## src/design/dds_pkg.sv

```systemverilog
// tone-level types
// phase word, amplitude, per-tone config and the I/Q sample structs

package dds_pkg;

  // ====================================================================
  // widths
  // ====================================================================

  localparam int phase_width = 20; // full turn = 2^20, top 3 bits = octant
  localparam int amp_width   = 12; // signed amplitude
  localparam int iq_width    = 14; // rotator result, carries the cordic gain
  localparam int out_width   = 13; // mixer output after saturation

  // ====================================================================
  // types
  // ====================================================================

  typedef logic [phase_width-1:0] phase_t;

  // settings of one tone
  typedef struct packed {
    phase_t                        tuning;    // phase step per sample
    logic signed [amp_width-1:0]   amplitude;
  } tone_cfg_t;

  // settings of both tones, loaded together
  typedef struct packed {
    tone_cfg_t tone_a;
    tone_cfg_t tone_b;
  } tone_cfg_pair_t;

  // one rotator result
  typedef struct packed {
    logic signed [iq_width-1:0] i_val;
    logic signed [iq_width-1:0] q_val;
  } iq_t;

  // final mixed sample
  typedef struct packed {
    logic signed [out_width-1:0] i_val;
    logic signed [out_width-1:0] q_val;
  } mix_t;

endpackage

```

## src/design/tone_mixer.sv

```systemverilog
// tone mixer
// adds two I/Q results, saturates to the output width and registers the sample

`timescale 1ns/100ps

module tone_mixer (
  input  logic         i_clk,
  input  logic         i_rst,
  input  logic         i_strobe,
  input  dds_pkg::iq_t i_iq_a,
  input  dds_pkg::iq_t i_iq_b,
  output logic         o_sample_strobe,
  output dds_pkg::mix_t o_sample
);

  // limits of the output range
  localparam logic signed [dds_pkg::iq_width:0] sat_max = (2 ** (dds_pkg::out_width - 1)) - 1;
  localparam logic signed [dds_pkg::iq_width:0] sat_min = -(2 ** (dds_pkg::out_width - 1));

  logic signed [dds_pkg::iq_width:0] sum_i; // one bit wider than the inputs
  logic signed [dds_pkg::iq_width:0] sum_q;

  function automatic logic signed [dds_pkg::out_width-1:0] clamp(
    input logic signed [dds_pkg::iq_width:0] v
  );
    logic signed [dds_pkg::iq_width:0] lim;
    if (v > sat_max) begin
      lim = sat_max;
    end else if (v < sat_min) begin
      lim = sat_min;
    end else begin
      lim = v;
    end
    return lim[dds_pkg::out_width-1:0];
  endfunction

  always_comb begin
    sum_i = i_iq_a.i_val + i_iq_b.i_val;
    sum_q = i_iq_a.q_val + i_iq_b.q_val;
  end

  // ====================================================================
  // output register
  // ====================================================================

  always_ff @(posedge i_clk) begin
    if (i_rst) begin
      o_sample_strobe <= 1'b0;
      o_sample        <= '0;
    end else begin
      o_sample_strobe <= i_strobe;
      if (i_strobe) begin
        o_sample.i_val <= clamp(sum_i);
        o_sample.q_val <= clamp(sum_q);
      end
    end
  end

endmodule

```

## config.mk

```make
export PLATFORM = sky130hd
export DESIGN_NAME = tone_mixer
export DESIGN_NICKNAME = d
export VERILOG_FILES = /design/src/design/dds_pkg.sv /design/src/design/tone_mixer.sv
export SDC_FILE = /design/constraint.sdc
export NUM_CORES = 1
export LEC_CHECK = 0
export ABC_AREA = 1
export BUFFER_PORTS_ARGS = -buffer_cell sky130_fd_sc_hd__buf_2
export CORE_MARGIN = 2
export CORE_UTILIZATION = 35
export CTS_CLUSTER_DIAMETER = 80
export DETAILED_ROUTE_END_ITERATION = 7
export GPL_ROUTABILITY_DRIVEN = 0
export MAX_ROUTING_LAYER = met4
export PLACE_DENSITY_LB_ADDON = 0.15
export SYNTH_ARGS = -nofsm -noshare
export SYNTH_HDL_FRONTEND = slang
export SYNTH_SLANG_ARGS = --single-unit
export TNS_END_PERCENT = 20
```

## constraint.sdc

```tcl
create_clock -name i_clk -period 4.6 [get_ports i_clk]
set_clock_uncertainty 0.2 [all_clocks]
set_input_delay 0.23 -clock i_clk [delete_from_list [all_inputs] [get_ports i_clk]]
set_output_delay 0.23 -clock i_clk [all_outputs]
set_load 0.01 [all_outputs]
```

After elaboration in Yosys (flattened, before gate mapping):

Cells that the tools add are included.

* shift operators: 0
* mux-type cells: 4
* reduce and logical (&&, ||, !) cells: 0
* divide/modulo/power cells: 0
* $lt $le $gt $ge: 4
* multipliers: 0
* equal/unequal tests: 0
* bitwise operators: 0
* $add $sub $neg: 2

Operators with widths (number)
* $mux W13: 4
* $add A14 B14 Y15: 2
* $gt A15 B13 Y1 const B: 2
* $lt A15 B13 Y1 const B: 2

* latch bits: 0
* memory bits (read-only): 0
* memories kept: 0
* register bits: 27
* memory bits (writable): 0
* word-level logic and storage cells: 13
* input port bits: 59

Depth between registers and ports, before layout:

Gate-level depths: netlist of run 1.

* depth in word-level cells: 4
* mapped depth: 15
* gate-level depth less buffers: 14

Worst setup path before layout of run 1:

OpenSTA, ideal clock, no wires.

* path type: input to register
* start: in i_iq_a[14] in the netlist's numbering
* end: reg o_sample[19] in the netlist's numbering
* required time: 4.278 ns
* data arrival time: 1.796 ns
* path slack: 2.483 ns
* stages: 13
* cell sequence: ha_1 > fa_1 > nand3_1 > nand2_1 > nand2_1 > nand2_1 > nand2_1 > nand2_1 > nand2_1 > nand2_2 > a21oi_2 > buf_6 > a21oi_2

* word-level cells in the longest chain between the ends: 4

Ends and longest elaborated chain
* start, declared: RTL line tone_mixer.sv:10 `input dds_pkg::iq_t i_iq_a,`
* $add A14 B14 Y15 (*): RTL line tone_mixer.sv:38 `sum_i = i_iq_a.i_val + i_iq_b.i_val;`
* $lt A15 B13 Y1: RTL line tone_mixer.sv:29 `end else if (v < sat_min) begin`
* $mux W13: RTL line tone_mixer.sv:29
* $mux W13 (*): RTL line tone_mixer.sv:27 `if (v > sat_max) begin`
* end, declared: RTL line tone_mixer.sv:13 `output dds_pkg::mix_t o_sample`

Every way passes the cells marked *; elsewhere a longest branch is shown, timed or not.
A chain may end at the register's enable or synchronous reset.

Worst setup path in the final report of run 1:

* start: in i_iq_a[14] in the netlist's numbering
* end: reg o_sample[14] in the netlist's numbering

The elaborated chain is that of the path after synthesis.

==> results of run 1 <==
-- logic make-up after synthesis --
kind of cell | after synthesis
AND/OR/NAND/NOR | 200
AO/OA/AOI/OAI | 75
buffers and inverters | 59
adder cells (fa/ha/maj) | 30
flip-flops | 27
XOR/XNOR | 19
-- synthesized netlist by cell type (5+ instances only) --
cell / instances / area (um2)
nand2_2: 5 / 31.3
nand3_1: 22 / 110
ha_1: 28 / 350
o21ai_0: 25 / 125
nand2_1: 138 / 518
a21oi_2: 22 / 193
nor2_1: 17 / 63.8
a21oi_1: 24 / 120
xor2_1: 14 / 123
dfxtp_1: 27 / 541
inv_1: 47 / 176
xnor2_1: 5 / 43.8
-- area by class of cell --
type	count	area, um2
multi-input combinational	324	1880
sequential	27	541
inverter	51	191
timing repair buffer	86	435
fill	823	4120
tap	99	124
clock buffer	4	45.0
-- report_power, final --
part	total (mW)	internal, mW	switching [mW]
clock	0.130	0.0619	0.0679
sequential	0.273	0.261	0.0126
combinational	0.388	0.148	0.239
total	0.791	0.471	0.320
-- per-stage QoR --
| step | total power [mW] | cell area [um2] | hold slack [ns] | worst slack, ns | util, % |
|---|---|---|---|---|---|
| 2_1_floorplan | 0.575 | 2690 | 0.114 | 2.48 | - |
| 3_3_place_gp | 0.664 | 3160 | 0.232 | 1.92 | 43.1 |
| 3_5_place_dp | 0.668 | 3160 | 0.225 | 1.89 | 43.1 |
| 4_1_cts | 0.799 | 3210 | 0.187 | 2.18 | 43.8 |
| 5_1_grt | 0.861 | 3210 | 0.202 | 1.92 | 43.8 |
| 6_report | 0.791 | 3210 | 0.190 | 2.16 | 43.8 |
-- worst max-delay path, stage by stage --
cell     delay, ns
buf_2         0.10
ha_1          0.21
fa_1          0.40
nand3_1       0.09
nand2_1       0.14
nand2_1       0.09
nand2_1       0.08
nand2_1       0.09
nand2_1       0.05
nand2_1       0.07
nand2_2       0.08
a21oi_2       0.61
a21oi_1       0.13
-- registers in the layout, summed over array words and instances, names as in the netlist --
| signal | count |
|---|---|
| o_sample | 26 |
| o_sample_strobe | 1 |
-- worst min path at each step --
| stage | to | slack [ns] | depth (start not counted) |
|---|---|---|---|
| detailed placement | o_sample_strobe | 0.22 | 2 |
| finish | o_sample[0] | 0.19 | 4 |
| floorplan | o_sample_strobe | 0.11 | 1 |
| global route | o_sample[0] | 0.20 | 4 |
| global placement | o_sample_strobe | 0.23 | 2 |
| CTS | o_sample[0] | 0.19 | 4 |
-- routing by layer --
layer / routed length (um) / up-vias
met5: 0 / -
met3: 315 / 2
met1: 3330 / 1159
li1: - / 1489
met2: 2720 / 68
met4: 19 / 0
==> run_results.csv, run 1 <==
group,metric,value,unit
place,place_inst,586,
setup_path,crit_type,"in2reg",
clock_tree,cts_sinks,27,
place,dp_hpwl,5.40,mm
synthesis,synth_top_family_by_area,"simple AND/OR/NAND/NOR gates",
clock_tree,clk_root_buffer_cell,"clkbuf_8",
synthesis,synth-compound-area-share,17.4,%
clock_tree,htree_levels,1,
synthesis,syn_area,0.00269,mm2
sta,final-hold-violation-count,0,
floorplanning,placeableCoreArea,0.00733,mm2
setup_path,r2r_cells,2,
grt,grt_pass1_wl,10.5,mm
grt,busiest_layer,"met1",
power,p_leak,1.78,nW
sta,timing.final.crit_share,53.1,%
grt,overflow,0,
synthesis,seq_area_frac_synth,20.1,%
min_path,min_from,"i_iq_b[0]",
power,power.density,246,mW/mm2
setup_path,r2r_start,"o_sample[19]",
sta,slew_headroom,48.4,%
min_path,hold_class,"in2reg",
grt,grt_use_met1,23.2,%
sta,fmax,409,MHz
cells_and_area,drive_gt1_share,25.4,%
synthesis,async_flop_share,0,%
floorplanning,initial_core_util,36.6,%
routing,post_drt_wl_per_cell,10.8,um
place,port_buffers,85,
synthesis,synth_xor_area_share,6.19,%
routing,routed_wl,6.39,mm
grt,grt_pass1_vias,2256,
setup_path,critPathCapture,"o_sample[14]",
setup_path,critPathLaunch,"i_iq_a[14]",
grt,grt_max_degree,28,
clock_tree,cts_tree,"built",
grt,grt_use_total,15.1,%
setup_path,cp-end-kind,"flip-flop",
sta,min_period,2.44,ns
floorplanning,floorplan.die_area,0.00839,mm2
routing,drt-vias-per-instance,4.60,
outcome,outcome,"completed",
synthesis,yosys-mux-area-fraction,0,%
floorplanning,rows,31,
clock_tree,cts_buffers,3,
sta,setup_viol,0,
sta,worst_slew_pin_slew,0.773,ns
sta,rsz0062_at_grt,"false",
synthesis,synth_cell_type_count,27,
sta,slew_viol_final,0,
cells_and_area,final_common_cell,"nand2_1",
setup_path,worstSetupStartpointType,"input port",
cells_and_area,syn_to_final_growth,19.6,%
grt,grt_antenna_before_repair,0,
setup_path,reg2reg_to,"o_sample[19]",
cells_and_area,n_antenna_cell,0,
floorplanning,io_pins,86,
grt,use_met3,1.40,%
floorplanning,die_width,91.6,um
setup_path,reg2reg_slack,3.69,ns
power,vdd_drop_max,0.000116,V
cells_and_area,layout.nets,582,
cells_and_area,finalNonFillerCells,591,
clock_tree,cts.reportedPaths.clkPinSlew,0.09,ns
routing,drt_pass1_iterations,4,
synthesis,ys_ff_latch,27,
synthesis,synthSimpleGateAreaFrac,31.7,%
grt,met2_usage,21.8,%
clock_tree,post_cts_buffers,0,
synthesis,synthCells,410,
routing,drt-initial-drc-count,78,
cells_and_area,final_cell_mix,"138 x nand2_1, 85 x buf_2, 47 x inv_1, 28 x ha_1, 27 x dfxtp_1",
synthesis,postSynthAreaPerCell,6.55,um2
clock_tree,ctsHoldBuffers,1,
clock_tree,clockBufferDepth,2,
routing,drcViolationCount,0,
run,drv_cap,0,
setup_path,crit_arrival,2.37,ns
clock_tree,cts_resized,0,
sta,fin_setup_tns,0,ns
synthesis,synth-edff-count,0,
setup_path,required,4.52,ns
floorplanning,dieHeight,91.6,um
synthesis,synth-adder-area-share,14.5,%
setup_path,crit_path_max_fanout,12,
synthesis,yosysWarnings,0,
synthesis,synthFlopType,"dfxtp_1",
clock_tree,clk_latency,0.26,ns
routing,vias,2718,
synthesis,synth.net_count,499,
routing,ant_nets,0,
Note: power is estimated with default switching activity, not from simulation.
==> run 2: changes to the inputs <==
- ABC_AREA: 1 -> 0
- clock period: 4.6 -> 2.2 ns (I/O delays scaled with it)
==> run_results.csv, run 2 <==
group,metric,value,unit
synthesis,synth_top_area_cell,"dfxtp_1",
synthesis,async_flop_share,0,%
place,place_ws,-0.835,ns
routing,post_drt_wl_per_cell,12.8,um
cells_and_area,drive_gt1_share,45.7,%
cells_and_area,final_common_cell,"buf_2",
synthesis,post-synth-top-count-cell,"nor2_1",
sta,fmax,402,MHz
cells_and_area,n_antenna_cell,0,
floorplanning,die_width,81.5,um
clock_tree,cts.reportedPaths.clkPinSlew,0.09,ns
synthesis,synth-edff-count,0,
setup_path,crit_path_max_fanout,6,
clock_tree,cts_tree,"built",
sta,worst_slew_pin_slew,1.01,ns
synthesis,yosysWarnings,0,
floorplanning,initial_core_util,35.9,%
routing,drcViolationCount,0,
routing,routed_wl,6.05,mm
outcome,violations,"setup timing",
sta,min_period,2.49,ns
floorplanning,io_pins,86,
synthesis,synth_area_leaders,"dfxtp_1 26%, ha_1 17%, a211oi_1 6.1%",
power,p_total,1.77,mW
setup_path,worstSetupStartpointType,"input port",
floorplanning,floorplan.die_area,0.00665,mm2
setup_path,cp_cell_sequence,"buf_6 > ha_4 > fa_2 > a211oi_4 > nor3b_2 > o31a_1 > buf_4 > o2111ai_2 > a21boi_2 > a31oi_4 > nor2_4 > a221o_1",
run,drv_cap,0,
cells_and_area,layout.nets,486,
routing,drt_pass1_iterations,4,
synthesis,synth_cell_type_count,39,
grt,grt_max_degree,16,
power,power.density,533,mW/mm2
routing,drt-initial-drc-count,77,
sta,setup_viol,23,
setup_path,cp-end-kind,"flip-flop",
cells_and_area,regMostFlops,"o_sample",
grt,grt_use_total,19.3,%
synthesis,synth.top_cell.area_share,25.7,%
setup_path,cp_slowest_cell,"fa_2",
grt,grt_pass1_wl,9.99,mm
routing,ant_nets,0,
sta,slew_headroom,32.1,%
clock_tree,cts_sinks,27,
grt,overflow,0,
cells_and_area,fill_cells,531,
cells_and_area,syn_to_final_growth,58.4,%
min_path,hold_class,"in2reg",
synthesis,ys_ff_latch,27,
sta,rsz0062_at_grt,"true",
synthesis,synthCells,245,
setup_path,crit_arrival,2.45,ns
cells_and_area,largest_register_ffs,26,
clock_tree,cts_buffers,3,
grt,grt_pass1_vias,2279,
cells_and_area,reg_top3,"o_sample (26), o_sample_strobe (1)",
setup_path,cp_top_family,"compound AO/OA/AOI/OAI gates",
sta,slew_viol_final,0,
power,p_leak,1.67,nW
power,vdd_drop_max,0.000272,V
grt,grt_antenna_before_repair,0,
synthesis,synth_commonest_cells,"32 x nor2_1, 28 x ha_1, 27 x dfxtp_1",
clock_tree,clockBufferDepth,2,
sta,fin_setup_tns,-3.43,ns
setup_path,crit_buf_inv,2,
sta,final-hold-violation-count,0,
routing,drt-vias-per-instance,5.08,
synthesis,synthFlopType,"dfxtp_1",
sta,setup_ws,-0.285,ns
place,port_buffers,85,
clock_tree,clk_latency,0.27,ns
synthesis,syn_area,0.00210,mm2
routing,vias,2391,
setup_path,required,2.16,ns
synthesis,postSynthAreaPerCell,8.58,um2
floorplanning,rows,28,
setup_path,crit_type,"in2reg",
synthesis,synth.net_count,334,
floorplanning,dieHeight,81.5,um
clock_tree,htree_levels,1,
cells_and_area,final_cell_mix,"83 x buf_2, 61 x buf_4, 29 x nor2_1, 27 x ha_1, 27 x dfxtp_1",
clock_tree,clk_root_buffer_cell,"clkbuf_8",
synthesis,seq_area_frac_synth,25.7,%
floorplanning,placeableCoreArea,0.00585,mm2
outcome,outcome,"complete, but fails checks",
place,dp_hpwl,4.77,mm
setup_path,cpPeakStageDelay,0.37,ns
sta,timing.final.crit_share,113,%
[run 2: changes by cell type after synthesis, sizes merged, moves of 4 or more]
cell    previous run  this run
nand3             22         0
a211oi             0        17
inv               51         4
a21o               0        10
o21a               0         4
a221o              0        11
nor2              18        32
nand2            145        14
xor2              14         9
o21ai             25        19
xnor2              5        11
a21oi             46        21
[run 2: logic make-up (layout without fill, tap and decap cells)]
group                      after synthesis  count (layout)  share of synthesized area (%)
AOI/OAI and AO/OA                      100             100                           33.0
xor gates and xnor gates                20              20                           8.33
adders and majority gates               30              30                           18.6
buffers and inverters                    8             158                           1.84
DFF                                     27              27                           25.7
and+or+nand+nor                         60              61                           12.6
[run 2: layout make-up]
class	instances	area, um2	area share (%)
tap	75	93.8	2.82
timing repair buffer	150	947	28.4
clock buffer	4	45.0	1.35
inverter	4	15.0	0.451
sequential	27	541	16.2
multi-input combinational	211	1690	50.7
[run 2: tightest hold or removal path: stages]
cell and delay, ns:
buf_2 0.08, ha_1 0.14, a21oi_1 0.06, o21ai_1 0.09
[run 2: through the flow]
step / util (%) / cell area, um2 / cells / hold slack, ns
finish: 57.0 / 3330 / 471 / 0.0501
floorplan: - / 2140 / 245 / -0.0172
global route: 57.0 / 3330 / 471 / 0.0708
detailed placement: 52.5 / 3070 / 457 / 0.156
CTS: 56.3 / 3290 / 471 / 0.0436
global placement: 52.5 / 3070 / 457 / 0.139
[run 2: path summary, 6_finish.rpt]
kind / startpoint / end / slack, ns / depth (start not counted)
worst max-delay path: i_iq_a[14] / o_sample[13] / -0.29 / 12
worst min-delay path: i_iq_b[0] / o_sample[0] / 0.05 / 4
worst max register to register: o_sample[24] / o_sample[24] / 1.23 / 2
worst min register to register: o_sample[0] / o_sample[0] / 0.26 / 2
[run 2: repair_timing]
action,in CTS,in global routing
endpoints found under the setup margin,26,25
pin swaps,13,1
gates resized for setup,19,8
cloned,1,0
buffers inserted,7,0
hold endpoints to repair,3,0
hold buffers,2,0
[run 2: power breakdown]
| part | internal (mW) | total [mW] | switching [mW] |
|---|---|---|---|
| clock network | 0.130 | 0.282 | 0.152 |
| logic | 0.458 | 0.891 | 0.432 |
| registers | 0.563 | 0.602 | 0.0389 |
[run 2: routing by layer]
metal  vias to the layer above  wire length, um  global-route usage (%)
met1                      1095             2650                    23.9
li1                       1228                -                       -
met5                         -                0                       -
met3                         8              302                    3.19
met2                        60             3050                    33.6
met4                         0               53                    2.54
