**config.mk**
```make
export PLATFORM = sky130hd
export DESIGN_NAME = tone_channel
export DESIGN_NICKNAME = d
export VERILOG_FILES = /design/src/design/cordic_pkg.sv /design/src/design/dds_pkg.sv /design/src/design/cordic_rotator.sv /design/src/design/tone_channel.sv
export SDC_FILE = /design/constraint.sdc
export NUM_CORES = 2
export LEC_CHECK = 0
export ABC_AREA = 1
export BUFFER_PORTS_ARGS = -buffer_cell sky130_fd_sc_hd__buf_2
export CAP_MARGIN = 20
export CORE_UTILIZATION = 45
export DETAILED_ROUTE_END_ITERATION = 12
export SLEW_MARGIN = 20
export SYNTH_ARGS = -nofsm -noshare
export SYNTH_HDL_FRONTEND = slang
export SYNTH_HIERARCHICAL = 1
export SYNTH_SLANG_ARGS = --single-unit
```
**constraint.sdc**
```tcl
create_clock -name i_clk -period 3.55 [get_ports i_clk]
set_input_delay 0.355 -clock i_clk [delete_from_list [all_inputs] [get_ports i_clk]]
set_output_delay 0.355 -clock i_clk [all_outputs]
set_load 0.05 [all_outputs]
```
**src/design/cordic_pkg.sv**
```systemverilog
// cordic constants
// stage count, datapath widths, arctangent table and gain of the rotator

package cordic_pkg;

  // ====================================================================
  // pipeline geometry
  // ====================================================================

  localparam int n_stages   = 14;  // shift-add rotation stages
  localparam int work_width = 20;  // signed x/y width inside the rotator
  localparam int angle_width = 20; // residual phase width, full turn = 2^20

  // pre-rotation + stages + rounding
  localparam int rot_latency = n_stages + 2;

  // uncompensated gain, product of sqrt(1 + 2^-2i) over all stages
  // 1.646760 in thousandths, the rotator output carries it
  localparam int cordic_gain_milli = 1647;

  // ====================================================================
  // arctangent table
  // ====================================================================

  // atan(2^-i) as a fraction of a full turn, scaled by 2^20
  localparam logic [angle_width-1:0] angle_table [n_stages] = '{
    20'd131072, // 45.000000 deg
    20'd77376,  // 26.565051 deg
    20'd40884,  // 14.036243 deg
    20'd20753,  //  7.125016 deg
    20'd10417,  //  3.576334 deg
    20'd5213,   //  1.789911 deg
    20'd2607,   //  0.895174 deg
    20'd1304,   //  0.447614 deg
    20'd652,    //  0.223811 deg
    20'd326,    //  0.111906 deg
    20'd163,    //  0.055953 deg
    20'd81,     //  0.027976 deg
    20'd41,     //  0.013988 deg
    20'd20      //  0.006994 deg
  };

  // residual after the last stage is within about one table entry
  // of zero, i.e. roughly 20 / 2^20 of a turn

  // the table starts at atan(1), so together with the octant
  // pre-rotation any residual within +-45 deg converges

  // x/y headroom: |amp| * K < 2 * 2^(amp_width-1), kept by two
  // integer guard bits above the amplitude in the working word

  // fractional guard bits are the remainder of work_width below iq_width,
  // they absorb the truncation of the arithmetic shifts

endpackage

```
**src/design/dds_pkg.sv**
```systemverilog
// tone-level types
// phase word, amplitude, per-tone config and the I/Q sample structs

package dds_pkg;

  // ====================================================================
  // widths
  // ====================================================================

  localparam int phase_width = 20; // full turn = 2^20, top 3 bits = octant
  localparam int amp_width   = 12; // signed amplitude
  localparam int iq_width    = 14; // rotator result, carries the cordic gain
  localparam int out_width   = 13; // mixer output after saturation

  // ====================================================================
  // types
  // ====================================================================

  typedef logic [phase_width-1:0] phase_t;

  // settings of one tone
  typedef struct packed {
    phase_t                        tuning;    // phase step per sample
    logic signed [amp_width-1:0]   amplitude;
  } tone_cfg_t;

  // settings of both tones, loaded together
  typedef struct packed {
    tone_cfg_t tone_a;
    tone_cfg_t tone_b;
  } tone_cfg_pair_t;

  // one rotator result
  typedef struct packed {
    logic signed [iq_width-1:0] i_val;
    logic signed [iq_width-1:0] q_val;
  } iq_t;

  // final mixed sample
  typedef struct packed {
    logic signed [out_width-1:0] i_val;
    logic signed [out_width-1:0] q_val;
  } mix_t;

endpackage

```
**src/design/cordic_rotator.sv**
```systemverilog
// pipelined cordic rotator
// octant pre-rotation, shift-add stages and round-to-even of x/y

`timescale 1ns/100ps

module cordic_rotator (
  input  logic                                i_clk,
  input  logic                                i_rst,
  input  logic                                i_strobe,
  input  logic signed [dds_pkg::amp_width-1:0] i_amp,
  input  dds_pkg::phase_t                     i_phase,
  output logic                                o_strobe,
  output dds_pkg::iq_t                        o_iq
);

  // fraction bits below the output lsb
  localparam int frac_bits = cordic_pkg::work_width - dds_pkg::iq_width;
  localparam int ext_bits  = dds_pkg::iq_width - dds_pkg::amp_width;
  localparam int pw        = dds_pkg::phase_width;

  logic signed [cordic_pkg::work_width-1:0] e_amp;
  logic signed [cordic_pkg::work_width-1:0] xv [0:cordic_pkg::n_stages];
  logic signed [cordic_pkg::work_width-1:0] yv [0:cordic_pkg::n_stages];
  dds_pkg::phase_t                          ph [0:cordic_pkg::n_stages-1];
  logic [cordic_pkg::rot_latency-1:0]       stb_sr;

  // amplitude on the x axis with headroom for the gain
  assign e_amp = {{ext_bits{i_amp[dds_pkg::amp_width-1]}}, i_amp, {frac_bits{1'b0}}};

  // round to nearest with ties to even, dropping frac_bits
  function automatic logic signed [dds_pkg::iq_width-1:0] round_even(
    input logic signed [cordic_pkg::work_width-1:0] v
  );
    logic [cordic_pkg::work_width-1:0] bias;
    logic [cordic_pkg::work_width-1:0] sum;
    bias                  = '0;
    bias[frac_bits-1]     = v[frac_bits];                 // half when kept lsb is odd
    bias[frac_bits-2:0]   = {(frac_bits-1){~v[frac_bits]}}; // else half minus one
    sum                   = v + bias;
    return sum[cordic_pkg::work_width-1:frac_bits];
  endfunction

  // ====================================================================
  // pre-rotation and shift-add stages
  // ====================================================================

  always_ff @(posedge i_clk) begin
    // quarter-turn rotation leaves the residual within +-45 deg
    case (i_phase[pw-1 -: 3])
      3'b000, 3'b111: begin
        xv[0] <= e_amp;
        yv[0] <= '0;
        ph[0] <= i_phase;
      end
      3'b001, 3'b010: begin // around 90 deg
        xv[0] <= '0;
        yv[0] <= e_amp;
        ph[0] <= i_phase - {2'd1, {(pw-2){1'b0}}};
      end
      3'b011, 3'b100: begin // around 180 deg
        xv[0] <= -e_amp;
        yv[0] <= '0;
        ph[0] <= i_phase - {2'd2, {(pw-2){1'b0}}};
      end
      default: begin // around 270 deg
        xv[0] <= '0;
        yv[0] <= -e_amp;
        ph[0] <= i_phase - {2'd3, {(pw-2){1'b0}}};
      end
    endcase

    for (int s = 0; s < cordic_pkg::n_stages; s++) begin
      if (ph[s][pw-1]) begin
        // negative residual rotates clockwise
        xv[s+1] <= xv[s] + (yv[s] >>> s);
        yv[s+1] <= yv[s] - (xv[s] >>> s);
      end else begin
        xv[s+1] <= xv[s] - (yv[s] >>> s);
        yv[s+1] <= yv[s] + (xv[s] >>> s);
      end
    end

    // no residual is kept after the last stage
    for (int s = 0; s < cordic_pkg::n_stages - 1; s++) begin
      if (ph[s][pw-1]) begin
        ph[s+1] <= ph[s] + cordic_pkg::angle_table[s];
      end else begin
        ph[s+1] <= ph[s] - cordic_pkg::angle_table[s];
      end
    end
  end

  // ====================================================================
  // output rounding and strobe
  // ====================================================================

  always_ff @(posedge i_clk) begin
    o_iq.i_val <= round_even(xv[cordic_pkg::n_stages]); // cos
    o_iq.q_val <= round_even(yv[cordic_pkg::n_stages]); // sin
  end

  // strobe follows the data through every register
  always_ff @(posedge i_clk) begin
    if (i_rst) begin
      stb_sr <= '0;
    end else begin
      stb_sr <= {stb_sr[cordic_pkg::rot_latency-2:0], i_strobe};
    end
  end

  assign o_strobe = stb_sr[cordic_pkg::rot_latency-1];

endmodule

```
**src/design/tone_channel.sv**
```systemverilog
// one tone channel
// phase accumulator feeding a cordic rotator, one I/Q result per sample strobe

`timescale 1ns/100ps

module tone_channel (
  input  logic               i_clk,
  input  logic               i_rst,
  input  logic               i_cfg_strobe,
  input  logic               i_sample_strobe,
  input  dds_pkg::tone_cfg_t i_cfg,
  output logic               o_iq_strobe,
  output dds_pkg::iq_t       o_iq
);

  dds_pkg::tone_cfg_t                  cfg_q;     // registered settings
  dds_pkg::phase_t                     acc_q;     // phase of the next sample
  dds_pkg::phase_t                     rot_phase;
  logic signed [dds_pkg::amp_width-1:0] rot_amp;

  // ====================================================================
  // settings and phase accumulator
  // ====================================================================

  always_ff @(posedge i_clk) begin
    if (i_rst) begin
      cfg_q <= '0;
      acc_q <= '0;
    end else if (i_cfg_strobe) begin
      cfg_q <= i_cfg;
      // a sample in the same cycle already used phase zero
      acc_q <= i_sample_strobe ? i_cfg.tuning : '0;
    end else if (i_sample_strobe) begin
      acc_q <= acc_q + cfg_q.tuning; // wraps modulo a full turn
    end
  end

  // config wins over the sample in the same cycle
  always_comb begin
    if (i_cfg_strobe) begin
      rot_phase = '0;
      rot_amp   = i_cfg.amplitude;
    end else begin
      rot_phase = acc_q;
      rot_amp   = cfg_q.amplitude;
    end
  end

  // ====================================================================
  // rotator
  // ====================================================================

  cordic_rotator cordic_rotator_i (
    .i_clk    (i_clk),
    .i_rst    (i_rst),
    .i_strobe (i_sample_strobe),
    .i_amp    (rot_amp),
    .i_phase  (rot_phase),
    .o_strobe (o_iq_strobe),
    .o_iq     (o_iq)
  );

endmodule

```
== Word-level counts from Yosys, hierarchy flattened ==
Memory sizes are Yosys's and may differ from the RTL's.
Index checks and enable logic that the tools add are counted.

* Register bits after elaboration: 96
* Bits in writable memories: 880
* Input port bits: 36
* Output and inout bits: 29
* Word-level logic and storage cells: 264
* Memories kept: 3

{| class="wikitable"
|+ Memories
! memory !! words !! width !! rd ports !! clocked after memory_dff !! wr ports !! RTL line !! text
|-
| cordic_rotator_i.xv || 15 || 20 || 15 || 0 || 15 || cordic_rotator.sv:22 || <nowiki>logic signed [cordic_pkg::work_width-1:0] xv [0:cordic_pkg::n_stages];</nowiki>
|-
| cordic_rotator_i.yv || 15 || 20 || 15 || 0 || 15 || cordic_rotator.sv:23 || <nowiki>logic signed [cordic_pkg::work_width-1:0] yv [0:cordic_pkg::n_stages];</nowiki>
|-
| cordic_rotator_i.ph || 14 || 20 || 14 || 0 || 14 || cordic_rotator.sv:24 || <nowiki>dds_pkg::phase_t ph [0:cordic_pkg::n_stages-1];</nowiki>
|}

* Add/subtract/negate cells: 88
* Eq/ne operators: 5
* Muxes and demuxes: 104
* Bitwise logic cells: 52
* Reductions and logical operators: 6

{| class="wikitable"
|+ Operator list
! cell !! number
|-
| $mux 20 || 54
|-
| $or 1x1->1 || 50
|-
| $mux 1 || 49
|-
| $add 20x10->20 || 2
|-
| $add 20x11->20 || 2
|-
| $add 20x12->20 || 2
|-
| $add 20x13->20 || 2
|-
| $add 20x14->20 || 2
|-
| $add 20x15->20 || 2
|-
| $add 20x16->20 || 2
|-
| $add 20x17->20 || 2
|-
| $add 20x18->20 || 2
|-
| $add 20x19->20 || 2
|-
| $add 20x20->20 || 2
|-
| $add 20x6->20 || 2
|-
| $add 20x7->20 || 2
|-
| $add 20x8->20 || 2
|-
| $add 20x9->20 || 2
|-
| $sub 20x10->20 || 2
|-
| $sub 20x11->20 || 2
|-
| $sub 20x12->20 || 2
|-
| $sub 20x13->20 || 2
|-
| $sub 20x14->20 || 2
|-
| $sub 20x15->20 || 2
|-
| 46 further kinds || 60
|}

== Depth between registers and ports, before layout ==
* Depth in word-level cells: 8
* Depth in mapped cells: 22
* Gate-level depth less buffers: 22

== Cells and area by module ==
The synthesis kept the hierarchy.

{| class="wikitable"
|+ By module, submodules not included
! module !! instances !! cells an instance !! area each (um2) !! sequential area each (um2)
|-
| cordic_rotator || 1 || 9607 || 65781.8 || 17236.5
|-
| tone_channel || 1 || 518 || 3323.2 || 1041.0
|}

== Worst setup path before layout ==
Ideal clock, no wire load.

* Path type: flip-flop to flip-flop
* From: memory cordic_rotator_i/ph[3][19] (netlist bit)
* To: memory cordic_rotator_i/xv[13][12] (netlist bit)
* Library setup time: 0.119 ns
* Arrival time: 2.459 ns
* Slack: 0.973 ns
* Cell stages (with the launch flop): 12
* Buffers on the path: 1
* Clock period less this slack: 2.577 ns
* Cells stage by stage: dfxtp_1 inv_2 buf_1 o21ai_0 fa_1 nand3_1 nand2_1 nand3_1 nand2_1 nand2_1 nand2_1 xor2_1

{| class="wikitable"
|+ RTL lines
! element !! RTL line
|-
| from (decl) || cordic_rotator.sv:24
|-
| to (decl) || cordic_rotator.sv:22
|}

==> results.txt <==
Flops & latches, synth: 913
TritonCTS clock tree: built
Setup TNS: 0 ns
R2R setup slack: 0.55 ns
Top cell type's share of synthesized area: 26.4%
H-tree levels: 3
Number of distinct library cells after synthesis: 59
I/O pin cnt: 65
Via-per-instance ratio: 5.14
Seq/Total Area, Yosys: 26.4%
FF-to-FF path depth: 16
Wire per inst: 15.4 um
Clock Tree Buf Depth: 3
Outcome: complete, no violations
Mapped Area: 0.0691 mm^2
Hold Fails Final Rpt: 0
Antenna violations before repair: 5
Area Overhead vs Synth: 10.0%
Cell depth of the worst hold path: 3
Nets@finish: 11.1k
Number of synthesized flops with an enable pin: 0
RSZ-0062 raised after global routing: no
Remaining antenna violation count: 0
Number of remaining DRC errors: 0
Post-CTS setup buffers: 0
Die Y: 394 um
Hold WC Path Type: in -> reg
Mapped Nets: 11.0k
WL final: 192,000 um
Worst-path clk slew: 0.06 ns
Via count: 63.7k
Total global routing overflow: 0
Post-synth top area cell: dfxtp_1
Crit Path Category: reg -> reg
F_max: 333 MHz
GRT Overall Usage: 24.1%
Core Rows: 143
Share of cells above drive strength 1: 4.18%
Total CTS buffers: 106
CTS Root Buffer Type: clkbuf_16
Critical path peak fanout: 6
CP required: 4.18 ns
Vias in the first global route: 60.6k
Worst-Skew Late Latency: 0.74 ns
GP Congestion: 0.951
Worst setup EP type: register
Clock sinks: 913
Worst Tran Pin Value: 0.814 ns
Synth area leaders: dfxtp_1 (26%), nand2_1 (14%), ha_1 (14%)
Core Area: 0.152 mm^2
Hpwl dp: 159,000 um
Largest net degree at the start of global routing: 49
Chip width: 394 um
Fill count: 15.5k
First-pass detailed-route iteration total: 6
Final setup violation count: 0
Post-synth ARST share: 0%
DRT iter0 DRCs: 3,861
Worst setup SP type: register
Most instantiated library cell after synthesis: nand2_1
Port Buf Inserts: 64
Final Max Slew Viols: 0
Synthesis Warnings: 6
Synth Instances: 10.1k
Clock skew: 0.0352 ns
Post-layout minimum cycle time: 3.00 ns
Die Footprint: 0.155 mm^2
Slew margin rel.: 45.1%
First-pass GRT wire length: 309,000 um
Avg Inst Size Synth: 6.83 um^2
Top_reg_cell synth: dfxtp_1
Crit share post-route: 84.5%
Starting Density: 45.4%
Max Cap Viol: 0
Most frequent cells after synthesis: nand2_1 (2,651), inv_1 (1,275), nor2_1 (916), dfxtp_1 (913), a21oi_1 (808)
WP data arrival: 3.63 ns
-- layout by cell type, fill, tap and decap left out, types with 10 or more instances in the layout --
| master | n |
|---|---|
| a21o_1 | 138 |
| a21oi_1 | 808 |
| a31oi_1 | 67 |
| and2_1 | 10 |
| buf_2 | 64 |
| buf_4 | 29 |
| bufinv_16 | 20 |
| clkbuf_16 | 108 |
| clkbuf_8 | 14 |
| clkinv_2 | 24 |
| dfxtp_1 | 913 |
| dlygate4sd3_1 | 33 |
| fa_1 | 38 |
| ha_1 | 791 |
| inv_1 | 1275 |
| inv_2 | 22 |
| nand2_1 | 2651 |
| nand2_2 | 31 |
| nand3_1 | 776 |
| nand3_2 | 11 |
| nand3b_1 | 26 |
| nand4_1 | 64 |
| nor2_1 | 916 |
| nor2_2 | 16 |
| nor3_1 | 107 |
| nor3_2 | 13 |
| nor4_1 | 35 |
| o21a_1 | 42 |
| o21ai_0 | 323 |
| o21ai_1 | 28 |
| o21ai_2 | 16 |
| o21bai_1 | 72 |
| o31ai_1 | 42 |
| xnor2_1 | 123 |
| xor2_1 | 609 |
-- logic make-up after synthesis --
family / Yosys count / synth area share [%]
flip-flops: 913 / 26.4
AND/OR/NAND/NOR: 4689 / 28.2
adder cells (fa/ha/maj): 829 / 15.4
XOR/XNOR: 736 / 9.39
AO/OA/AOI/OAI: 1575 / 12.9
buffers and inverters: 1383 / 7.64
-- metal layers --
metal / global-route usage, % / vias up / wire (um)
li1: - / 33300 / -
met1: 31.0 / 28800 / 87600
met2: 42.1 / 1312 / 90600
met3: 2.51 / 291 / 7710
met4: 7.30 / 2 / 5640
met5: 0 / - / 8
-- cell type report --
class                      count  area [um^2]  area share [%]
multi-input combinational   7829        45500            59.9
sequential                   913        18300            24.0
inverter                    1300         4880            6.43
clock buffer                 128         2920            3.84
tap                         2030         2540            3.34
clock inverter                68          953            1.25
timing repair buffer         127          888            1.17
antenna                        4         10.0          0.0132
-- flip-flops by register name (all words and copies together), names as in the netlist --
name and cells:
cordic_rotator_i/xv 280, cordic_rotator_i/yv 276, cordic_rotator_i/ph 261, cfg_q 32, cordic_rotator_i/o_iq 28, acc_q 20, cordic_rotator_i/stb_sr 16
-- per-stage QoR --
step	setup WS, ns	cells	hold WS, ns	area (um^2)	util, %
5_1_grt	0.249	12400	0.119	76000	49.9
4_1_cts	0.560	12400	0.0577	76000	49.9
3_3_place_gp	0.598	12200	0.312	71800	47.2
2_1_floorplan	0.973	10100	0.310	69100	-
3_5_place_dp	0.569	12200	0.312	71800	47.2
6_report	0.549	12400	0.132	76000	49.9
-- worst paths after layout --
path | startpoint | to
setup reg to reg | cordic_rotator_i/xv[1][6]$_DFF_P_ | cordic_rotator_i/yv[0][59]$_DFF_P_
setup / recovery | cordic_rotator_i/xv[1][6]$_DFF_P_ | cordic_rotator_i/yv[0][59]$_DFF_P_
hold reg to reg | cordic_rotator_i/ph[1][62]$_DFF_P_ | cordic_rotator_i/ph[2][2]$_DFF_P_
hold / removal | i_sample_strobe | cordic_rotator_i/stb_sr[0]$_SDFF_PP0_
-- what timing repair did --
action | CTS | global route
hold buffers | 33 | 0
hold endpoints to repair | 55 | 0
gates resized for setup | 0 | 0
-- worst max-delay path, cell delays in order, from the launching register on --
cell and delay (ns):
dfxtp_1 0.41, inv_1 0.23, ha_1 0.22, nand3_1 0.20, o31ai_1 0.45, nand2_1 0.12, xnor2_1 0.15, ha_1 0.35
nand2_1 0.11, nor2_1 0.06, nand2_1 0.07, o21bai_1 0.11, nand2_1 0.07, nor2_1 0.19, inv_1 0.06, nand2_1 0.06
nand2_1 0.04
Power is left out: the tool's default activity adds up to more than one toggle a clock period on the data nets, which glitch-free logic cannot reach.
